$ cat src/hdl/sdr_config.svh
`ifndef SDR_CONFIG_SVH
`define SDR_CONFIG_SVH

// Datapath widths
`define SDR_SAMPLE_W 8  // ADC and DAC sample
`define SDR_PHASE_W  32 // DDS phase accumulator
`define SDR_APB_W    32 // Host bus data and address

//////////////////////////////
// Register pages, paddr[15:12]
//////////////////////////////

`define SDR_PAGE_ADC  4'h0 // Overrange status, write one to clear
`define SDR_PAGE_DACA 4'h2 // DAC A configuration
`define SDR_PAGE_DACB 4'h3 // DAC B configuration
`define SDR_PAGE_DDS  4'h5 // DDS enable and step

//////////////////////////////
// DAC source codes
//////////////////////////////

`define SDR_SRC_ZERO 2'd0 // Silence
`define SDR_SRC_INA  2'd1
`define SDR_SRC_INB  2'd2
`define SDR_SRC_DDS  2'd3

`endif

$ cat src/hdl/sdr_pkg.sv
`include "sdr_config.svh"

package sdr_pkg;

    // Signed sample inside the fabric
    typedef logic signed [`SDR_SAMPLE_W-1:0] sample_t;

    // Raw converter word, offset binary plus overrange flag
    typedef struct packed {
        logic [`SDR_SAMPLE_W-1:0] data;
        logic                     ovr;
    } adc_word_t;

    typedef enum logic [1:0] {
        SRC_ZERO = `SDR_SRC_ZERO,
        SRC_INA  = `SDR_SRC_INA,
        SRC_INB  = `SDR_SRC_INB,
        SRC_DDS  = `SDR_SRC_DDS
    } src_sel_t;

    // DAC channel configuration, source in the low bits
    typedef struct packed {
        logic [23:0] pad;    // Unused, kept for readback
        logic [2:0]  led;    // Blue, green, red
        logic        amp_en;
        logic [1:0]  att;
        src_sel_t    src;
    } dac_cfg_t;

    // Same word as the bus sees it and as the datapath decodes it
    typedef union packed {
        logic [`SDR_APB_W-1:0] word;
        dac_cfg_t              fld;
    } dac_cfg_u;

    typedef struct packed {
        logic        en;
        logic [30:0] step; // Phase increment per clock
    } dds_cfg_t;

    typedef struct packed {
        logic                  psel;
        logic                  penable;
        logic                  pwrite;
        logic [`SDR_APB_W-1:0] paddr;
        logic [`SDR_APB_W-1:0] pwdata;
    } apb_req_t;

    // First to second stage
    typedef struct packed {
        sample_t ch_a;
        sample_t ch_b;
        sample_t dds;
    } stage_t;

endpackage

$ cat src/hdl/adc_capture.sv
`timescale 1ns/100ps
`include "sdr_config.svh"

module adc_capture (
    input  logic               clk,
    input  logic               reset_i,
    input  sdr_pkg::adc_word_t adc_a_i,
    input  sdr_pkg::adc_word_t adc_b_i,
    input  sdr_pkg::sample_t   dds_sample_i,
    output sdr_pkg::stage_t    stage_o,
    output logic [1:0]         ovr_o
);
    import sdr_pkg::*;

    // Offset binary -> two's complement, just the MSB flipped
    function automatic sample_t to_signed(input logic [`SDR_SAMPLE_W-1:0] raw);
        logic [`SDR_SAMPLE_W-1:0] flipped;
        flipped = {~raw[`SDR_SAMPLE_W-1], raw[`SDR_SAMPLE_W-2:0]};
        return sample_t'(flipped);
    endfunction

    //////////////////////////////
    // Stage 1 sample register
    //////////////////////////////

    // Samples move every clock, no valid
    always_ff @(posedge clk) begin
        stage_o.ch_a <= to_signed(adc_a_i.data);
        stage_o.ch_b <= to_signed(adc_b_i.data);
        stage_o.dds  <= dds_sample_i; // DDS rides along to keep alignment
    end

    //////////////////////////////
    // Overrange events
    //////////////////////////////

    // One pulse per sampled overrange, bit 0 is channel A
    always_ff @(posedge clk) begin
        if (reset_i) begin
            ovr_o <= 2'b00;
        end else begin
            ovr_o <= {adc_b_i.ovr, adc_a_i.ovr};
        end
    end

endmodule

$ cat src/hdl/apb_regs.sv
`timescale 1ns/100ps
`include "sdr_config.svh"

module apb_regs (
    input  logic                  clk,
    input  logic                  reset_i,
    input  sdr_pkg::apb_req_t     apb_req_i,
    output logic [`SDR_APB_W-1:0] prdata_o,
    input  logic [1:0]            ovr_i,
    output sdr_pkg::dac_cfg_u     dac_a_cfg_o,
    output sdr_pkg::dac_cfg_u     dac_b_cfg_o,
    output sdr_pkg::dds_cfg_t     dds_cfg_o,
    output logic [15:0]           adc_ioexp_o,
    output logic [15:0]           dac_ioexp_o
);
    import sdr_pkg::*;

    logic [3:0] page;       // paddr[15:12]
    logic       wr_en;      // Access-phase write
    logic [1:0] ovr_clr;    // Write-one-to-clear mask
    logic [1:0] ovr_q;      // Sticky bits
    logic [1:0] ovr_status; // Bit 0 is channel A
    dac_cfg_t   cfg_a;
    dac_cfg_t   cfg_b;

    assign page  = apb_req_i.paddr[15:12];
    assign wr_en = apb_req_i.psel & apb_req_i.penable & apb_req_i.pwrite;

    //////////////////////////////
    // Configuration registers
    //////////////////////////////

    // Writes land on the edge that ends the access cycle
    always_ff @(posedge clk) begin
        if (reset_i) begin
            dac_a_cfg_o <= '0; // Silence, amps off
            dac_b_cfg_o <= '0;
            dds_cfg_o   <= '0; // DDS off
        end else if (wr_en) begin
            case (page)
                `SDR_PAGE_DACA: dac_a_cfg_o.word <= apb_req_i.pwdata;
                `SDR_PAGE_DACB: dac_b_cfg_o.word <= apb_req_i.pwdata;
                `SDR_PAGE_DDS:  dds_cfg_o        <= dds_cfg_t'(apb_req_i.pwdata);
                default: ;
            endcase
        end
    end

    //////////////////////////////
    // Overrange status
    //////////////////////////////

    assign ovr_clr = (wr_en && page == `SDR_PAGE_ADC) ? apb_req_i.pwdata[1:0] : 2'b00;

    // New event beats a clear in the same cycle
    always_ff @(posedge clk) begin
        if (reset_i) begin
            ovr_q <= 2'b00;
        end else begin
            ovr_q <= (ovr_q & ~ovr_clr) | ovr_i;
        end
    end

    // Pulse shows up right away, sticky copy holds it afterwards
    assign ovr_status = ovr_q | ovr_i;

    // Read mux, unused pages read zero
    always_comb begin
        case (page)
            `SDR_PAGE_ADC:  prdata_o = {{(`SDR_APB_W-2){1'b0}}, ovr_status};
            `SDR_PAGE_DACA: prdata_o = dac_a_cfg_o.word;
            `SDR_PAGE_DACB: prdata_o = dac_b_cfg_o.word;
            `SDR_PAGE_DDS:  prdata_o = dds_cfg_o;
            default:        prdata_o = '0;
        endcase
    end

    //////////////////////////////
    // IO expander words
    //////////////////////////////

    assign cfg_a = dac_a_cfg_o.fld; // Also sets input A front end
    assign cfg_b = dac_b_cfg_o.fld;

    // ADC board, LEDs active low, red forced during overrange
    assign adc_ioexp_o = {
        1'b0,                                  // LED common B
        ~(ovr_status[0] | cfg_a.led[2]),       // Red A
        ~(ovr_status[1] | cfg_b.led[2]),       // Red B
        1'b0,                                  // LED common A
        ~(~ovr_status[1] & cfg_b.led[1]),
        ~(~ovr_status[1] & cfg_b.led[0]),
        ~(~ovr_status[0] & cfg_a.led[1]),
        ~(~ovr_status[0] & cfg_a.led[0]),
        1'b0,
        cfg_a.amp_en,
        ~cfg_a.att[1],                         // Attenuators active low
        ~cfg_a.att[0],
        1'b0,
        cfg_b.amp_en,
        ~cfg_b.att[1],
        ~cfg_b.att[0]
    };

    // DAC board, port 1 LEDs then port 0 front end
    assign dac_ioexp_o = {
        ~cfg_a.led[2],
        1'b0,                                  // LED common B
        ~cfg_b.led[2],
        1'b0,                                  // LED common A
        ~cfg_a.led[1],
        ~cfg_a.led[0],
        ~cfg_b.led[0],
        ~cfg_b.led[1],
        ~cfg_b.att[0],
        ~cfg_b.att[1],
        cfg_b.amp_en,
        1'b0,
        1'b0,                                  // DAC clock enable, always on
        ~cfg_a.att[0],
        ~cfg_a.att[1],
        cfg_a.amp_en
    };

endmodule

$ cat src/hdl/dac_source_mux.sv
`timescale 1ns/100ps
`include "sdr_config.svh"

module dac_source_mux (
    input  logic                     clk,
    input  logic                     reset_i,
    input  sdr_pkg::stage_t          stage_i,
    input  sdr_pkg::dac_cfg_u        dac_a_cfg_i,
    input  sdr_pkg::dac_cfg_u        dac_b_cfg_i,
    output logic [`SDR_SAMPLE_W-1:0] dac_a_o,
    output logic [`SDR_SAMPLE_W-1:0] dac_b_o
);
    import sdr_pkg::*;

    // Offset-binary zero for the converter
    localparam logic [`SDR_SAMPLE_W-1:0] DAC_MID = 1 << (`SDR_SAMPLE_W - 1);

    // Source pick and conversion back to offset binary
    function automatic logic [`SDR_SAMPLE_W-1:0] pick(input dac_cfg_u cfg, input stage_t st);
        sample_t s;
        case (cfg.fld.src)
            SRC_INA: s = st.ch_a;
            SRC_INB: s = st.ch_b;
            SRC_DDS: s = st.dds;
            default: s = '0; // Silence
        endcase
        return {~s[`SDR_SAMPLE_W-1], s[`SDR_SAMPLE_W-2:0]};
    endfunction

    //////////////////////////////
    // Stage 2 output register
    //////////////////////////////

    always_ff @(posedge clk) begin
        if (reset_i) begin
            dac_a_o <= DAC_MID;
            dac_b_o <= DAC_MID;
        end else begin
            dac_a_o <= pick(dac_a_cfg_i, stage_i);
            dac_b_o <= pick(dac_b_cfg_i, stage_i);
        end
    end

endmodule

$ cat src/hdl/dds_gen.sv
`timescale 1ns/100ps
`include "sdr_config.svh"

module dds_gen (
    input  logic              clk,
    input  logic              reset_i,
    input  sdr_pkg::dds_cfg_t dds_cfg_i,
    output sdr_pkg::sample_t  sample_o
);
    import sdr_pkg::*;

    localparam int TOP = `SDR_PHASE_W - 1; // Half-cycle bit

    logic [`SDR_PHASE_W-1:0]  phase_q;
    logic [`SDR_SAMPLE_W-1:0] ramp;     // Rising then falling, unsigned
    logic [`SDR_SAMPLE_W-1:0] tri_wave;

    //////////////////////////////
    // Phase accumulator
    //////////////////////////////

    always_ff @(posedge clk) begin
        if (reset_i) begin
            phase_q <= '0;
        end else if (dds_cfg_i.en) begin
            phase_q <= phase_q + `SDR_PHASE_W'(dds_cfg_i.step); // Wraps naturally
        end else begin
            phase_q <= '0; // Disabled, restart from zero
        end
    end

    //////////////////////////////
    // Triangle shaper
    //////////////////////////////

    // Bits below the half-cycle bit form the ramp
    always_comb begin
        if (phase_q[TOP]) begin
            ramp = ~phase_q[TOP-1 -: `SDR_SAMPLE_W]; // Second half, ramp down
        end else begin
            ramp = phase_q[TOP-1 -: `SDR_SAMPLE_W];
        end
        // Centre on zero, -128 .. 127
        tri_wave = {~ramp[`SDR_SAMPLE_W-1], ramp[`SDR_SAMPLE_W-2:0]};
    end

    // Registered by the capture stage
    assign sample_o = sample_t'(tri_wave);

endmodule

$ cat src/hdl/sdr_baseband_top.sv
`timescale 1ns/100ps
`include "sdr_config.svh"

module sdr_baseband_top (
    input  logic                     clk,
    input  logic                     reset_i,
    input  sdr_pkg::apb_req_t        apb_req_i,
    output logic [`SDR_APB_W-1:0]    prdata_o,
    input  sdr_pkg::adc_word_t       adc_a_i,
    input  sdr_pkg::adc_word_t       adc_b_i,
    output logic [`SDR_SAMPLE_W-1:0] dac_a_o,
    output logic [`SDR_SAMPLE_W-1:0] dac_b_o,
    output logic [15:0]              adc_ioexp_o,
    output logic [15:0]              dac_ioexp_o
);
    import sdr_pkg::*;

    stage_t     stage;      // Capture -> mux
    sample_t    dds_sample; // Unregistered triangle
    logic [1:0] ovr;        // Overrange events
    dac_cfg_u   dac_a_cfg;
    dac_cfg_u   dac_b_cfg;
    dds_cfg_t   dds_cfg;

    //////////////////////////////
    // Sample pipeline
    //////////////////////////////

    adc_capture u_adc_capture (
        .clk          (clk),
        .reset_i      (reset_i),
        .adc_a_i      (adc_a_i),
        .adc_b_i      (adc_b_i),
        .dds_sample_i (dds_sample),
        .stage_o      (stage),
        .ovr_o        (ovr)
    );

    dds_gen u_dds_gen (
        .clk       (clk),
        .reset_i   (reset_i),
        .dds_cfg_i (dds_cfg),
        .sample_o  (dds_sample)
    );

    dac_source_mux u_dac_source_mux (
        .clk         (clk),
        .reset_i     (reset_i),
        .stage_i     (stage),
        .dac_a_cfg_i (dac_a_cfg),
        .dac_b_cfg_i (dac_b_cfg),
        .dac_a_o     (dac_a_o),
        .dac_b_o     (dac_b_o)
    );

    // Host registers
    apb_regs u_apb_regs (
        .clk         (clk),
        .reset_i     (reset_i),
        .apb_req_i   (apb_req_i),
        .prdata_o    (prdata_o),
        .ovr_i       (ovr),
        .dac_a_cfg_o (dac_a_cfg),
        .dac_b_cfg_o (dac_b_cfg),
        .dds_cfg_o   (dds_cfg),
        .adc_ioexp_o (adc_ioexp_o),
        .dac_ioexp_o (dac_ioexp_o)
    );

endmodule

$ cat config.mk
export PLATFORM = sky130hd
export DESIGN_NAME = sdr_baseband_top
export DESIGN_NICKNAME = d
export VERILOG_FILES = /design/src/hdl/sdr_pkg.sv /design/src/hdl/adc_capture.sv /design/src/hdl/apb_regs.sv /design/src/hdl/dac_source_mux.sv /design/src/hdl/dds_gen.sv /design/src/hdl/sdr_baseband_top.sv
export VERILOG_INCLUDE_DIRS = /design/src /design/src/hdl
export SDC_FILE = /design/constraint.sdc
export NUM_CORES = 1
export LEC_CHECK = 0
export ABC_AREA = 1
export BUFFER_PORTS_ARGS = -buffer_cell sky130_fd_sc_hd__buf_2
export CAP_MARGIN = 20
export CORE_MARGIN = 4
export CORE_UTILIZATION = 40
export CTS_CLUSTER_DIAMETER = 120
export DETAILED_ROUTE_END_ITERATION = 8
export PLACE_DENSITY = 0.61
export SLEW_MARGIN = 15
export SYNTH_ARGS = -nofsm -noshare
export SYNTH_HDL_FRONTEND = slang
export SYNTH_HIERARCHICAL = 1
export SYNTH_SLANG_ARGS = --single-unit
$ cat constraint.sdc
create_clock -name clk -period 2.5 [get_ports clk]
set_clock_uncertainty 0.05 [all_clocks]
set_input_delay 0.125 -clock clk [delete_from_list [all_inputs] [get_ports clk]]
set_output_delay 0.125 -clock clk [all_outputs]
set_load 0.02 [all_outputs]
Word level (Yosys, flattened, before mapping)
Cells that the tools add are included.

storage, ports and cells
  register bits = 172
  bits of input ports = 87

cells by class
  reductions and logical operators = 6
  bitwise gates (word level) = 37
  equality and inequality tests = 9
  add/subtract/negate cells = 1
  mux-type cells = 7

operators with widths
  kind                  number
  $pmux W32 S4          1
  $pmux W8 S3           2
  $add A32 B31 Y32      1
  $mux W8               3
  $not A1 Y1            24
  $eq A2 B2 Y1 const B  4
  $eq A4 B2 Y1 const B  2
  $not A8 Y8            1
  $and A1 B1 Y1         6
  $reduce_and A2 Y1     3
  $eq A2 B1 Y1 const B  2
  $eq A4 B3 Y1 const B  1
  $logic_not A4 Y1      1
  $or A2 B2 Y2          2
  $and A2 B2 Y2         1
  $mux W2               1
  $not A2 Y2            1
  $or A1 B1 Y1          2
  $reduce_or A2 Y1      1
  $logic_and A1 B1 Y1   1

Logic depth before layout (Yosys ltp)
  word-level depth = 7
  depth in mapped cells = 12

Cells and area by module
The synthesis kept the hierarchy.

by module, submodules not included
  module          area each (µm²)  cells each  instances
  apb_regs        4882.2           771         1
  dds_gen         3249.4           577         1
  dac_source_mux  889.6            124         1
  adc_capture     543.0            32          1

Least setup slack after synthesis
OpenSTA, ideal clock, no wires.

  path kind = reg2reg
  start point = reg u_apb_regs/dds_cfg_o[0] in the netlist's numbering
  end point = reg u_dds_gen.phase_q[16]
  data required time = 2.329 ns
  arrival = 1.588 ns
  cell stages (with the launch flop) = 11
  period minus slack after synthesis = 1.759 ns
  slack = 0.741 ns
  cell sequence = dfxtp_1 ha_1 fa_1 nand3_1 nand3_1 nand2_1 nand2_1 nand2_1 nand2_1 o21ai_0 a21oi_1

between the ends
  cells in the longest elaborated chain, start to end = 1

ends and longest elaborated chain
  item                      RTL line        RTL
  start: declaration        apb_regs.sv:12  output sdr_pkg::dds_cfg_t dds_cfg_o,
  start signal: assignment  apb_regs.sv:43  `SDR_PAGE_DDS: dds_cfg_o <= dds_cfg_t'(apb_req_i.pwdata);
  $add A32 B31 Y32          dds_gen.sv:26   phase_q <= phase_q + `SDR_PHASE_W'(dds_cfg_i.step);
  end signal: assignment    dds_gen.sv:26
  end: declaration          dds_gen.sv:14   logic [`SDR_PHASE_W-1:0] phase_q;

Every way passes these cells.
A chain may end at the register's enable or synchronous reset.

Final worst setup path
Ends and elaborated chain as after synthesis.

==> metrics <==
filler instances=2443; Internal=4.47 mW; Clock Power Share=47.4%; total power=6.00 mW; switch share=25.4%; Cell Pwr Density=523 nW/um^2; clock buffer count from CTS=17; # Post-CTS Setup Buffers=0; Max IR drop VDD=0.000349 V; antenna violations before repair=0; largest net degree at the start of global routing=129; Slowest cell on crit path=fa_1; final setup violation count=0; CP most frequent cell=nand2_1; synthesized area=9550 sq um; Root Buffer=clkbuf_16; Max-cap violations=0; DR iter-0 viols=539; drt first pass iters=5; gp weighted congestion=0.880; dpl hpwl=17700 microns; worst slew pin tran=581 ps; warnings from Yosys=6; Hold Path Class=in2reg; crit-path max cell delay=470 ps; Comb power frac=6.1%; initial core utilization=40.7%; gr usage total=19.1%; IO Port Bufs=130; Die H=163 microns; CP Class=reg2reg; H-tree depth=4; via count=9246; CP cell instances=ha_1 > fa_1 > nand3_1 > nand3_1 > nand2_1 > nand2_1 > nand2_1 > nand2_1 > o21ai_0 > a21oi_1; Placement Rows=56; die area=26400 sq um; layout net count=1765; first-pass GRT wire length=41600 microns; GRT overflow=0; worst skew pair latency=430 ps; CP Launch Type=flop; Final min period=2150 ps; CP Data Required Time=2770 ps; io pins=167; n_diodes=0; Post-DRT Antenna Nets=0; area of the multi-input gates=4890 sq um; Detailed Route WL=25100 microns; vias in the first global route=8558; WHS Path Cells=5; Clock transition at path regs=80 ps; die width=163 microns; final worst path period share=85.8%; Reg2Reg Depth=10; Longest Clk Path Bufs=2; crit end category=flop; share of layout cells above drive strength 1=13.3%; Achievable Freq=0.466 GHz; WL/cell=12.7 microns; CTS Sinks=172; Leakage=5.80 nW; setup TNS=0 ps; RSZ-0062 raised after global routing=no; CTS tree=done; run status=finished clean; FF/Latch Area=3440 sq um; max-slew violation count=0; Fin. Hold Viols=0; cells after synthesis=1502; Post-Syn Area per Cell=6.36 sq um; Synth-to-Final Area Change=20.0%; relative slew slack=61.2%; sequential share of power=46.5%; DRC=0; Crit Path Max Fanout=4; NetSw=1.53 mW; drt via density=4.67; WP data arrival=2420 ps; CORE AREA=23500 sq um
## layout by cell type, fill, tap and decap left out, types with 10 or more instances in the layout
| cell type | instances |
|---|---|
| a21oi_1 | 75 |
| buf_2 | 130 |
| buf_4 | 14 |
| clkbuf_16 | 17 |
| dfxtp_1 | 172 |
| dlygate4sd3_1 | 47 |
| ha_1 | 31 |
| inv_1 | 179 |
| inv_2 | 10 |
| nand2_1 | 436 |
| nand3_1 | 216 |
| nor2_1 | 226 |
| o21ai_0 | 14 |
## worst max-delay path: cells and delay by family (launching register included)
kind | cells | cell delay, ps
adder cells (fa/ha/maj) | 2 | 730
flip-flops | 1 | 330
AND/OR/NAND/NOR | 6 | 690
AO/OA/AOI/OAI | 2 | 240
## metrics by stage
stage               area, sq um  util (%)  setup slack [ps]  cells  hold WS [ps]
CTS                       11500      48.8               389   1978          1.41
detailed placement        10300      44.1               395   1899           179
floorplan                  9580         -               741   1509           103
finish                    11500      48.8               355   1978          13.5
global placement          10300      44.1               452   1899           179
global route              11500      48.8               268   1978          32.4
## worst paths after layout
path	end	start	slack [ps]
min	u_apb_regs/dds_cfg_o[23]	apb_req_i[23]	10
max	u_dds_gen/phase_q[16]	u_apb_regs/dds_cfg_o[0]	350
max reg2reg	u_dds_gen/phase_q[16]	u_apb_regs/dds_cfg_o[0]	350
min reg2reg	u_adc_capture/stage_o[6]	u_dds_gen/phase_q[29]	400
## routing by layer
layer | vias to the layer above | global-route usage [%] | wire length (microns)
met2 | 209 | 32.2 | 11900
met3 | 18 | 2.86 | 1110
met4 | 0 | 4.84 | 265
li1 | 4939 | - | -
met5 | - | 0 | 0
met1 | 4080 | 25.7 | 11800
## layout make-up
type | count | area share, %
clock buffer | 17 | 3.71
clock inverter | 15 | 1.93
inverter | 194 | 6.41
multi-input combinational | 1064 | 42.7
timing repair buffer | 197 | 11.7
tap | 319 | 3.48
sequential | 172 | 30.0
## flip-flops by register name, summed over array words and instances (netlist names)
signal / cells
u_adc_capture/stage_o: 24
u_adc_capture/ovr_o: 2
u_dds_gen/phase_q: 32
u_dac_source_mux/dac_b_o: 8
u_apb_regs/dac_b_cfg_o: 32
u_apb_regs/ovr_q: 2
u_dac_source_mux/dac_a_o: 8
u_apb_regs/dds_cfg_o: 32
u_apb_regs/dac_a_cfg_o: 32
## what timing repair did
item                                    in CTS  in global routing
hold endpoints to repair                    86                  0
endpoints found under the setup margin       0                  0
hold buffers                                47                  0
resized for setup                            0                  0
## power by group through the flow
stage | Sequential [mW] | Combinational, mW | Clock [mW]
global placement | 2.85 | 0.308 | 0
global route | 2.79 | 0.414 | 3.03
detailed placement | 2.85 | 0.311 | 0
finish | 2.79 | 0.369 | 2.84
floorplan | 2.85 | 0.216 | 0
CTS | 2.79 | 0.368 | 2.92
Note: power is estimated with default switching activity, not from simulation.
